File: config.mk
export PLATFORM = sky130hd
export DESIGN_NAME = gameLogic
export DESIGN_NICKNAME = d
export VERILOG_FILES = /design/src/source/gamePkg.sv /design/src/source/arenaTracker.sv /design/src/source/gameLogic.sv /design/src/source/keyDecoder.sv /design/src/source/matchControl.sv /design/src/source/playerMotion.sv
export SDC_FILE = /design/constraint.sdc
export NUM_CORES = 1
export LEC_CHECK = 0
export BUFFER_PORTS_ARGS = -buffer_cell sky130_fd_sc_hd__buf_2
export CELL_PAD_IN_SITES_DETAIL_PLACEMENT = 1
export CELL_PAD_IN_SITES_GLOBAL_PLACEMENT = 2
export CORE_MARGIN = 3
export CORE_UTILIZATION = 38
export CTS_CLUSTER_DIAMETER = 100
export CTS_CLUSTER_SIZE = 12
export DETAILED_ROUTE_END_ITERATION = 7
export PLACE_DENSITY = 0.89
export RECOVER_POWER = 25
export SYNTH_ARGS = -nofsm -noshare
export SYNTH_HDL_FRONTEND = slang
export SYNTH_HIERARCHICAL = 1
export SYNTH_SLANG_ARGS = --single-unit
export TNS_END_PERCENT = 10
File: constraint.sdc
create_clock -name VGA_VS -period 22.6 [get_ports VGA_VS]
set_input_delay 3.39 -clock VGA_VS [delete_from_list [all_inputs] [get_ports VGA_VS]]
set_output_delay 3.39 -clock VGA_VS [all_outputs]
set_load 0.02 [all_outputs]
File: src/source/gamePkg.sv
/* Shared widths, keyboard codes, direction and state codes,
   map bounds, start positions and animation period */
package gamePkg;

	localparam int keyWidth = 8;
	localparam int rolloverKeys = 4;
	localparam int keycodeWidth = keyWidth * rolloverKeys;
	localparam int coordWidth = 12;
	localparam int dirWidth = 2;
	localparam int stateWidth = 3;
	localparam int animWidth = 5;

	// Facing directions
	localparam logic [dirWidth-1:0] dirNorth = 2'd0;
	localparam logic [dirWidth-1:0] dirSouth = 2'd1;
	localparam logic [dirWidth-1:0] dirEast = 2'd2;
	localparam logic [dirWidth-1:0] dirWest = 2'd3;

	// Match states, also the screen select seen by the renderer
	localparam logic [stateWidth-1:0] stateStart = 3'd0;
	localparam logic [stateWidth-1:0] stateP1Ready = 3'd1;
	localparam logic [stateWidth-1:0] stateP2Ready = 3'd2;
	localparam logic [stateWidth-1:0] statePlay = 3'd3;

	// USB keyboard, player one
	localparam logic [keyWidth-1:0] keyEnterUsb = 8'h28;
	localparam logic [keyWidth-1:0] keyW = 8'h1A;
	localparam logic [keyWidth-1:0] keyA = 8'h04;
	localparam logic [keyWidth-1:0] keyS = 8'h16;
	localparam logic [keyWidth-1:0] keyD = 8'h07;
	localparam logic [keyWidth-1:0] keyUpUsb = 8'h52;
	localparam logic [keyWidth-1:0] keyDownUsb = 8'h51;
	localparam logic [keyWidth-1:0] keyLeftUsb = 8'h50;
	localparam logic [keyWidth-1:0] keyRightUsb = 8'h4F;

	// PS/2 scan codes, player two
	localparam logic [keyWidth-1:0] keyEnterPs2 = 8'h5A;
	localparam logic [keyWidth-1:0] keyWPs2 = 8'h1D;
	localparam logic [keyWidth-1:0] keyAPs2 = 8'h1C;
	localparam logic [keyWidth-1:0] keySPs2 = 8'h1B;
	localparam logic [keyWidth-1:0] keyDPs2 = 8'h23;
	localparam logic [keyWidth-1:0] keyUpPs2 = 8'h75;
	localparam logic [keyWidth-1:0] keyDownPs2 = 8'h72;
	localparam logic [keyWidth-1:0] keyLeftPs2 = 8'h6B;
	localparam logic [keyWidth-1:0] keyRightPs2 = 8'h74;

	localparam logic [coordWidth-1:0] stepSize = 12'd2;
	localparam logic [coordWidth-1:0] xMin = 12'd64;
	localparam logic [coordWidth-1:0] xMax = 12'd3136;
	localparam logic [coordWidth-1:0] yMin = 12'd64;
	localparam logic [coordWidth-1:0] yMax = 12'd2336;
	localparam logic [coordWidth-1:0] minSeparation = 12'd37;

	localparam logic [coordWidth-1:0] xStartOne = 12'd700;
	localparam logic [coordWidth-1:0] yStartOne = 12'd700;
	localparam logic [coordWidth-1:0] xStartTwo = 12'd1500;
	localparam logic [coordWidth-1:0] yStartTwo = 12'd1400;

	// Frames per walking animation half cycle
	localparam logic [animWidth-1:0] animPeriod = 5'd30;

endpackage

File: src/source/arenaTracker.sv
/* Both player positions with map bounds and the no-overlap rule */
`timescale 1ns/10ps

module arenaTracker (
	input logic VGA_VS,
	input logic rstN,
	input logic signed [gamePkg::coordWidth-1:0] stepXOne,
	input logic signed [gamePkg::coordWidth-1:0] stepYOne,
	input logic signed [gamePkg::coordWidth-1:0] stepXTwo,
	input logic signed [gamePkg::coordWidth-1:0] stepYTwo,
	output logic [gamePkg::coordWidth-1:0] xOne,
	output logic [gamePkg::coordWidth-1:0] yOne,
	output logic [gamePkg::coordWidth-1:0] xTwo,
	output logic [gamePkg::coordWidth-1:0] yTwo
);
	import gamePkg::*;

	logic [coordWidth-1:0] candXOne;
	logic [coordWidth-1:0] candYOne;
	logic [coordWidth-1:0] candXTwo;
	logic [coordWidth-1:0] candYTwo;
	logic [coordWidth-1:0] distX;
	logic [coordWidth-1:0] distY;
	logic blocked;

	// Two's complement add, positions never sit near the wrap point
	assign candXOne = xOne + $unsigned(stepXOne);
	assign candYOne = yOne + $unsigned(stepYOne);
	assign candXTwo = xTwo + $unsigned(stepXTwo);
	assign candYTwo = yTwo + $unsigned(stepYTwo);

	assign distX = (candXOne > candXTwo) ? candXOne - candXTwo : candXTwo - candXOne;
	assign distY = (candYOne > candYTwo) ? candYOne - candYTwo : candYTwo - candYOne;

	// Too close on both axes freezes both players
	assign blocked = (distX < minSeparation) && (distY < minSeparation);

	always_ff @(posedge VGA_VS)
	begin
		if (!rstN)
		begin
			xOne <= xStartOne;
			yOne <= yStartOne;
			xTwo <= xStartTwo;
			yTwo <= yStartTwo;
		end
		else if (!blocked)
		begin
			if (candXOne >= xMin && candXOne <= xMax)
				xOne <= candXOne;
			if (candYOne >= yMin && candYOne <= yMax)
				yOne <= candYOne;
			if (candXTwo >= xMin && candXTwo <= xMax)
				xTwo <= candXTwo;
			if (candYTwo >= yMin && candYTwo <= yMax)
				yTwo <= candYTwo;
		end
	end

	assert property (@(posedge VGA_VS) disable iff (!rstN)
		xOne >= xMin && xOne <= xMax && xTwo >= xMin && xTwo <= xMax);
	assert property (@(posedge VGA_VS) disable iff (!rstN)
		yOne >= yMin && yOne <= yMax && yTwo >= yMin && yTwo <= yMax);

endmodule

File: src/source/gameLogic.sv
/* Arena top level, two key decoders, two motion blocks, match FSM and position tracker */
`timescale 1ns/10ps

module gameLogic (
	input logic VGA_VS,
	input logic rstN,
	input logic [gamePkg::keycodeWidth-1:0] keycode,
	input logic [gamePkg::keycodeWidth-1:0] PS2keycode,
	output logic [gamePkg::coordWidth-1:0] xOne,
	output logic [gamePkg::coordWidth-1:0] yOne,
	output logic [gamePkg::coordWidth-1:0] xTwo,
	output logic [gamePkg::coordWidth-1:0] yTwo,
	output logic [gamePkg::dirWidth-1:0] p1dir,
	output logic [gamePkg::dirWidth-1:0] p2dir,
	output logic [gamePkg::stateWidth-1:0] currState,
	output logic isAlt1,
	output logic isAlt2
);
	import gamePkg::*;

	logic readyOne, readyTwo;
	logic northOne, southOne, eastOne, westOne;
	logic aimNorthOne, aimSouthOne, aimEastOne, aimWestOne;
	logic northTwo, southTwo, eastTwo, westTwo;
	logic aimNorthTwo, aimSouthTwo, aimEastTwo, aimWestTwo;
	logic signed [coordWidth-1:0] stepXOne, stepYOne;
	logic signed [coordWidth-1:0] stepXTwo, stepYTwo;

	// Player one on USB
	keyDecoder #(.playerIndex(0)) decoderOne (
		.keys(keycode), .currState(currState), .readyKey(readyOne),
		.north(northOne), .south(southOne), .east(eastOne), .west(westOne),
		.aimNorth(aimNorthOne), .aimSouth(aimSouthOne),
		.aimEast(aimEastOne), .aimWest(aimWestOne)
	);

	// Player two on PS/2
	keyDecoder #(.playerIndex(1)) decoderTwo (
		.keys(PS2keycode), .currState(currState), .readyKey(readyTwo),
		.north(northTwo), .south(southTwo), .east(eastTwo), .west(westTwo),
		.aimNorth(aimNorthTwo), .aimSouth(aimSouthTwo),
		.aimEast(aimEastTwo), .aimWest(aimWestTwo)
	);

	matchControl match (
		.VGA_VS(VGA_VS), .rstN(rstN), .readyOne(readyOne), .readyTwo(readyTwo),
		.currState(currState)
	);

	playerMotion motionOne (
		.VGA_VS(VGA_VS), .rstN(rstN),
		.north(northOne), .south(southOne), .east(eastOne), .west(westOne),
		.aimNorth(aimNorthOne), .aimSouth(aimSouthOne),
		.aimEast(aimEastOne), .aimWest(aimWestOne),
		.stepX(stepXOne), .stepY(stepYOne), .dir(p1dir), .isAlt(isAlt1)
	);

	playerMotion motionTwo (
		.VGA_VS(VGA_VS), .rstN(rstN),
		.north(northTwo), .south(southTwo), .east(eastTwo), .west(westTwo),
		.aimNorth(aimNorthTwo), .aimSouth(aimSouthTwo),
		.aimEast(aimEastTwo), .aimWest(aimWestTwo),
		.stepX(stepXTwo), .stepY(stepYTwo), .dir(p2dir), .isAlt(isAlt2)
	);

	arenaTracker tracker (
		.VGA_VS(VGA_VS), .rstN(rstN),
		.stepXOne(stepXOne), .stepYOne(stepYOne),
		.stepXTwo(stepXTwo), .stepYTwo(stepYTwo),
		.xOne(xOne), .yOne(yOne), .xTwo(xTwo), .yTwo(yTwo)
	);

endmodule

File: src/source/keyDecoder.sv
/* Four-key rollover decoder for one keyboard, non-ENTER keys masked outside play */
`timescale 1ns/10ps

module keyDecoder #(
	parameter int playerIndex = 0
) (
	input logic [gamePkg::keycodeWidth-1:0] keys,
	input logic [gamePkg::stateWidth-1:0] currState,
	output logic readyKey,
	output logic north,
	output logic south,
	output logic east,
	output logic west,
	output logic aimNorth,
	output logic aimSouth,
	output logic aimEast,
	output logic aimWest
);
	import gamePkg::*;

	// USB codes for player one, PS/2 codes for player two
	localparam logic [keyWidth-1:0] enterCode = (playerIndex == 0) ? keyEnterUsb : keyEnterPs2;
	localparam logic [keyWidth-1:0] northCode = (playerIndex == 0) ? keyW : keyWPs2;
	localparam logic [keyWidth-1:0] westCode = (playerIndex == 0) ? keyA : keyAPs2;
	localparam logic [keyWidth-1:0] southCode = (playerIndex == 0) ? keyS : keySPs2;
	localparam logic [keyWidth-1:0] eastCode = (playerIndex == 0) ? keyD : keyDPs2;
	localparam logic [keyWidth-1:0] upCode = (playerIndex == 0) ? keyUpUsb : keyUpPs2;
	localparam logic [keyWidth-1:0] downCode = (playerIndex == 0) ? keyDownUsb : keyDownPs2;
	localparam logic [keyWidth-1:0] leftCode = (playerIndex == 0) ? keyLeftUsb : keyLeftPs2;
	localparam logic [keyWidth-1:0] rightCode = (playerIndex == 0) ? keyRightUsb : keyRightPs2;

	logic playing;

	// True if any rollover slot holds the code
	function automatic logic keyHeld(
		input logic [keycodeWidth-1:0] word,
		input logic [keyWidth-1:0] code
	);
		logic hit;
		hit = 1'b0;
		for (int i = 0; i < rolloverKeys; i++)
		begin
			if (word[i*keyWidth +: keyWidth] == code)
				hit = 1'b1;
		end
		return hit;
	endfunction

	assign playing = (currState == statePlay);

	// ENTER always passes so the match can start
	assign readyKey = keyHeld(keys, enterCode);

	assign north = playing & keyHeld(keys, northCode);
	assign south = playing & keyHeld(keys, southCode);
	assign east = playing & keyHeld(keys, eastCode);
	assign west = playing & keyHeld(keys, westCode);
	assign aimNorth = playing & keyHeld(keys, upCode);
	assign aimSouth = playing & keyHeld(keys, downCode);
	assign aimEast = playing & keyHeld(keys, rightCode);
	assign aimWest = playing & keyHeld(keys, leftCode);

endmodule

File: src/source/matchControl.sv
/* Match-start FSM, both ENTER orders lead to play */
`timescale 1ns/10ps

module matchControl (
	input logic VGA_VS,
	input logic rstN,
	input logic readyOne,
	input logic readyTwo,
	output logic [gamePkg::stateWidth-1:0] currState
);
	import gamePkg::*;

	always_ff @(posedge VGA_VS)
	begin
		if (!rstN)
			currState <= stateStart;
		else
		begin
			case (currState)
				stateStart:
				begin
					// Player one wins a tie
					if (readyOne)
						currState <= stateP1Ready;
					else if (readyTwo)
						currState <= stateP2Ready;
				end
				stateP1Ready:
				begin
					if (readyTwo)
						currState <= statePlay;
				end
				stateP2Ready:
				begin
					if (readyOne)
						currState <= statePlay;
				end
				default:
					currState <= currState;
			endcase
		end
	end

	// Only the four match states are ever reached
	assert property (@(posedge VGA_VS) disable iff (!rstN) currState <= statePlay);

endmodule

File: src/source/playerMotion.sv
/* Per-player step request, facing register and walking animation bit */
`timescale 1ns/10ps

module playerMotion (
	input logic VGA_VS,
	input logic rstN,
	input logic north,
	input logic south,
	input logic east,
	input logic west,
	input logic aimNorth,
	input logic aimSouth,
	input logic aimEast,
	input logic aimWest,
	output logic signed [gamePkg::coordWidth-1:0] stepX,
	output logic signed [gamePkg::coordWidth-1:0] stepY,
	output logic [gamePkg::dirWidth-1:0] dir,
	output logic isAlt
);
	import gamePkg::*;

	logic [dirWidth-1:0] nextDir;
	logic [animWidth-1:0] animCount;
	logic toggled;
	logic moving;

	// Opposite keys cancel
	always_comb
	begin
		stepX = '0;
		stepY = '0;
		if (east & ~west)
			stepX = stepSize;
		else if (west & ~east)
			stepX = -stepSize;
		if (south & ~north)
			stepY = stepSize;
		else if (north & ~south)
			stepY = -stepSize;
	end

	// Later checks override earlier ones
	always_comb
	begin
		nextDir = dir;
		if (north)
			nextDir = dirNorth;
		if (west)
			nextDir = dirWest;
		if (south)
			nextDir = dirSouth;
		if (east)
			nextDir = dirEast;
		if (aimNorth)
			nextDir = dirNorth;
		if (aimSouth)
			nextDir = dirSouth;
		if (aimWest)
			nextDir = dirWest;
		if (aimEast)
			nextDir = dirEast;
	end

	assign moving = north | south | east | west;

	always_ff @(posedge VGA_VS)
	begin
		if (!rstN)
		begin
			dir <= dirNorth;
			animCount <= '0;
			toggled <= 1'b0;
			isAlt <= 1'b0;
		end
		else
		begin
			dir <= nextDir;
			if (moving)
			begin
				animCount <= (animCount == animPeriod) ? '0 : animCount + 1'b1;
				toggled <= 1'b0;
			end
			// Flip once per wrap, even if the key stays held at the top count
			if (animCount == animPeriod && !toggled)
			begin
				isAlt <= ~isAlt;
				toggled <= 1'b1;
			end
		end
	end

	assert property (@(posedge VGA_VS) disable iff (!rstN) animCount <= animPeriod);

endmodule

==> results.py <==
metrics = {
    "route": {
        "drt-total-wl_um": 29900,
        "antenna_left": 0,
        "drt_iter0_markers": 658,
        "routed_via_density": 5.87,
        "firstDrtPassIters": 5,
        "drc": 0,
        "num_vias": 9357,
        "wl_per_cell_um": 18.8,
    },
    "clock_network": {
        "cts_made_buffers": 9,
        "cts_tree": "built",
        "clock_latency_ns": 0.35,
        "cts-resized-gates": 0,
        "clock_sinks": 68,
        "cts-root-buf": "clkbuf_16",
        "holdBufCountCts": 0,
        "clock_path_buffers": 2,
        "h-tree-depth": 3,
        "post_cts_buffers": 0,
        "cts.clk_slew.worst_paths_ns": 0.06,
    },
    "floorplanning": {
        "die_x_um": 162,
        "pin_count": 123,
        "core.rowCount": 56,
        "initial_core_util": 0.390,
        "core_um2": 23600,
        "die_h_um": 162,
        "die_area_um2": 26100,
    },
    "worst_setup_path": {
        "crit_family": "compound AO/OA/AOI/OAI gates",
        "worstSetupPathDepth": 31,
        "r2r_end": "tracker/yTwo[1]$_SDFFE_PN0P_",
        "worst_path_most_repeated_cell": "a21oi_1",
        "crit_end": "tracker/yTwo[1]$_SDFFE_PN0P_",
        "slowest_stage": "nor3b_4",
        "crit_arrival_ns": 11.79,
        "r2r_slack_ns": 13.70,
        "r2r_cells": 27,
        "reg2reg_from": "match/currState[1]$_SDFFE_PN0P_",
        "startpoint": "keycode[3]",
        "worstSetupStartpointType": "input port",
        "cp_slowest_stage_delay_ns": 0.80,
        "critical_path_class": "input port to register",
        "required_ns": 22.85,
        "path_buf_inv": 3,
        "crit_fanout": 41,
        "endpoint_kind": "register",
    },
    "sta": {
        "tightest_slew_ns": 1.80,
        "setup-tns-final_ns": 0,
        "timing_hold_violations_final": 0,
        "slew_headroom": -0.199,
        "fin_crit_ns": 11.54,
        "finalSetupViolCount": 0,
        "finalMaxSlewViolations": 33,
        "skew_ns": 0.00978,
        "rsz0062_at_grt": "no",
        "finalCritPeriodShare": 0.511,
        "timing.fmax_ghz": 0.0866,
    },
    "placed_design": {
        "gp_congestion": 0.897,
        "dp.final_hpwl_um": 23900,
        "port_buffers": 121,
        "postPlaceCellArea_um2": 9740,
    },
    "run_status": {
        "status": "finished with violations",
        "violations": "capacitance limit, slew limit",
    },
    "logic_synthesis": {
        "syn_inst": 1211,
        "synth_edf_count": 0,
        "ys_ff_latch": 68,
        "synth_common_cells": "a21oi_1 (101), ha_1 (101), inv_1 (98), o21ai_0 (73), dfxtp_1 (68)",
        "yosys-top-cells-area": "dfxtp_1 (15%), ha_1 (14%), a21oi_1 (5.5%), inv_1 (4.0%), o21ai_0 (4.0%)",
        "ys_types": 100,
        "synth_area_um2": 9210,
        "synth_area_leader_cell": "dfxtp_1",
        "ys.flop_type": "dfxtp_1",
        "yosysSeqAreaShare": 0.148,
        "yosysWarnings": 6,
        "syn_area_per_cell_um2": 7.61,
        "yosysTopAreaCellShare": 0.148,
        "ys_async_sr_fraction": 0,
    },
    "layout": {
        "final_net_count": 1444,
        "fin_area_um2": 10000,
        "antenna_cells": 0,
        "syn_to_final_growth_pct": 8.83,
        "drive_gt1_frac": 0.115,
    },
    "pwr": {
        "p_leak_nw": 4.21,
        "peakVddDrop_mv": 0.0346,
        "p_per_area_nw_per_um2": 81.7,
    },
    "grt": {
        "grt_overflow": 0,
        "grt_pass1_vias": 9256,
        "grt_first_pass_wirelength_um": 48300,
        "antenna_found_initial": 0,
        "grt_max_degree": 42,
        "grt_usage": 0.222,
    },
    "flow_run": {
        "max-cap-violations": 1,
    },
    "hold_path": {
        "hold_path_class": "register to register",
    },
}
## worst min-delay path by stage
stage	from	end	depth (start not counted)
after floorplan	motionOne/animCount[1]$_SDFFE_PN0P_	motionOne/animCount[1]$_SDFFE_PN0P_	2
after global placement	motionTwo/isAlt$_SDFFE_PN0P_	motionTwo/isAlt$_SDFFE_PN0P_	2
after detailed placement	motionTwo/isAlt$_SDFFE_PN0P_	motionTwo/isAlt$_SDFFE_PN0P_	2
after CTS	motionTwo/isAlt$_SDFFE_PN0P_	motionTwo/isAlt$_SDFFE_PN0P_	2
after global routing	motionTwo/isAlt$_SDFFE_PN0P_	motionTwo/isAlt$_SDFFE_PN0P_	2
final	motionTwo/isAlt$_SDFFE_PN0P_	motionTwo/isAlt$_SDFFE_PN0P_	2
## metal layers
layer	wire length (um)	part of all wire	GRT usage	vias up
met5	0	0	0	-
met4	398	0.013	0.0427	0
met3	1400	0.047	0.0367	32
met2	13600	0.46	0.366	194
met1	14500	0.48	0.309	4534
li1	-	-	-	4597
## layout by cell type (no fill, tap or decap), drive strengths merged, types with 8 or more instances in the layout
| cell | instances |
|---|---|
| a211oi | 20 |
| a21o | 32 |
| a21oi | 102 |
| a311oi | 10 |
| a31oi | 16 |
| a41oi | 8 |
| and3 | 9 |
| buf | 94 |
| clkbuf | 39 |
| dfxtp | 68 |
| fa | 8 |
| ha | 101 |
| inv | 100 |
| mux2i | 10 |
| nand2 | 59 |
| nand2b | 21 |
| nand3 | 54 |
| nand4 | 22 |
| nand4b | 8 |
| nor2 | 69 |
| nor2b | 19 |
| nor3 | 35 |
| nor3b | 13 |
| nor4 | 13 |
| nor4b | 10 |
| o211ai | 9 |
| o21a | 9 |
| o21ai | 79 |
| o21bai | 10 |
| o311ai | 24 |
| o31ai | 9 |
| or3 | 11 |
| xnor2 | 41 |
| xor2 | 18 |
## cell type report
cell class                      instances  area [um2]
Multi-Input combinational cell        966        6980
Clock buffer                            9         225
Tap cell                              319         399
Fill cell                            2997       13600
Sequential cell                        68        1360
Timing Repair Buffer                  124         591
Clock inverter                          7        91.3
Inverter                              100         375
## per-stage QoR
step	setup slack, ns	utilization	std cells	hold WS, ns	total power, mW
after global placement	11.14	0.413	1577	0.470	0.645
after floorplan	13.03	-	1213	0.477	0.526
after global routing	10.31	0.424	1593	0.517	0.885
after detailed placement	10.78	0.413	1577	0.487	0.657
final	11.06	0.424	1593	0.495	0.819
after CTS	11.17	0.426	1593	0.494	0.821
## worst register-to-register path: stages, from the launching register on
cell and delay, ns:
dfxtp_1 0.48, and3b_1 0.48, nand3_2 0.15, or4_1 0.51, nand4_1 0.14, inv_1 0.08
ha_1 0.40, ha_1 0.46, a21oi_1 0.27, o211ai_1 0.25, a31oi_1 0.34, o21bai_1 0.10
a21o_1 0.19, xnor2_1 0.32, inv_1 0.15, ha_1 0.48, nand4_1 0.20, nor4_1 0.69
inv_1 0.13, nor3_1 0.43, o21ai_0 0.20, nand3_1 0.11, nor3b_1 0.25, and4bb_1 0.25
nor3b_4 0.80, buf_4 0.53, nor2_1 0.13, a211oi_1 0.27
## state kept, by name, summed over array words and instances (netlist names)
register and flops:
match/currState 2, motionOne/isAlt 1, motionOne/animCount 5, tracker/xTwo 12, tracker/yTwo 12, motionOne/dir 2
motionTwo/toggled 1, motionTwo/animCount 5, motionOne/toggled 1, tracker/yOne 12, tracker/xOne 12, motionTwo/dir 2
motionTwo/isAlt 1
## power breakdown
| group | switching, mW | internal [mW] |
|---|---|---|
| Sequential | 0.0183 | 0.137 |
| Clock | 0.0618 | 0.0963 |
| Combinational | 0.311 | 0.195 |
| Total | 0.391 | 0.429 |
## cells by family after synthesis
logic type                 synth area share
AOI/OAI and AO/OA                     0.278
xor gates and xnor gates             0.0586
adders and majority gates             0.156
buffers and inverters                0.0958
DFF                                   0.148
muxes                                0.0178
other                               0.00122
and+or+nand+nor                       0.245
(Power assumes the default switching activity.)
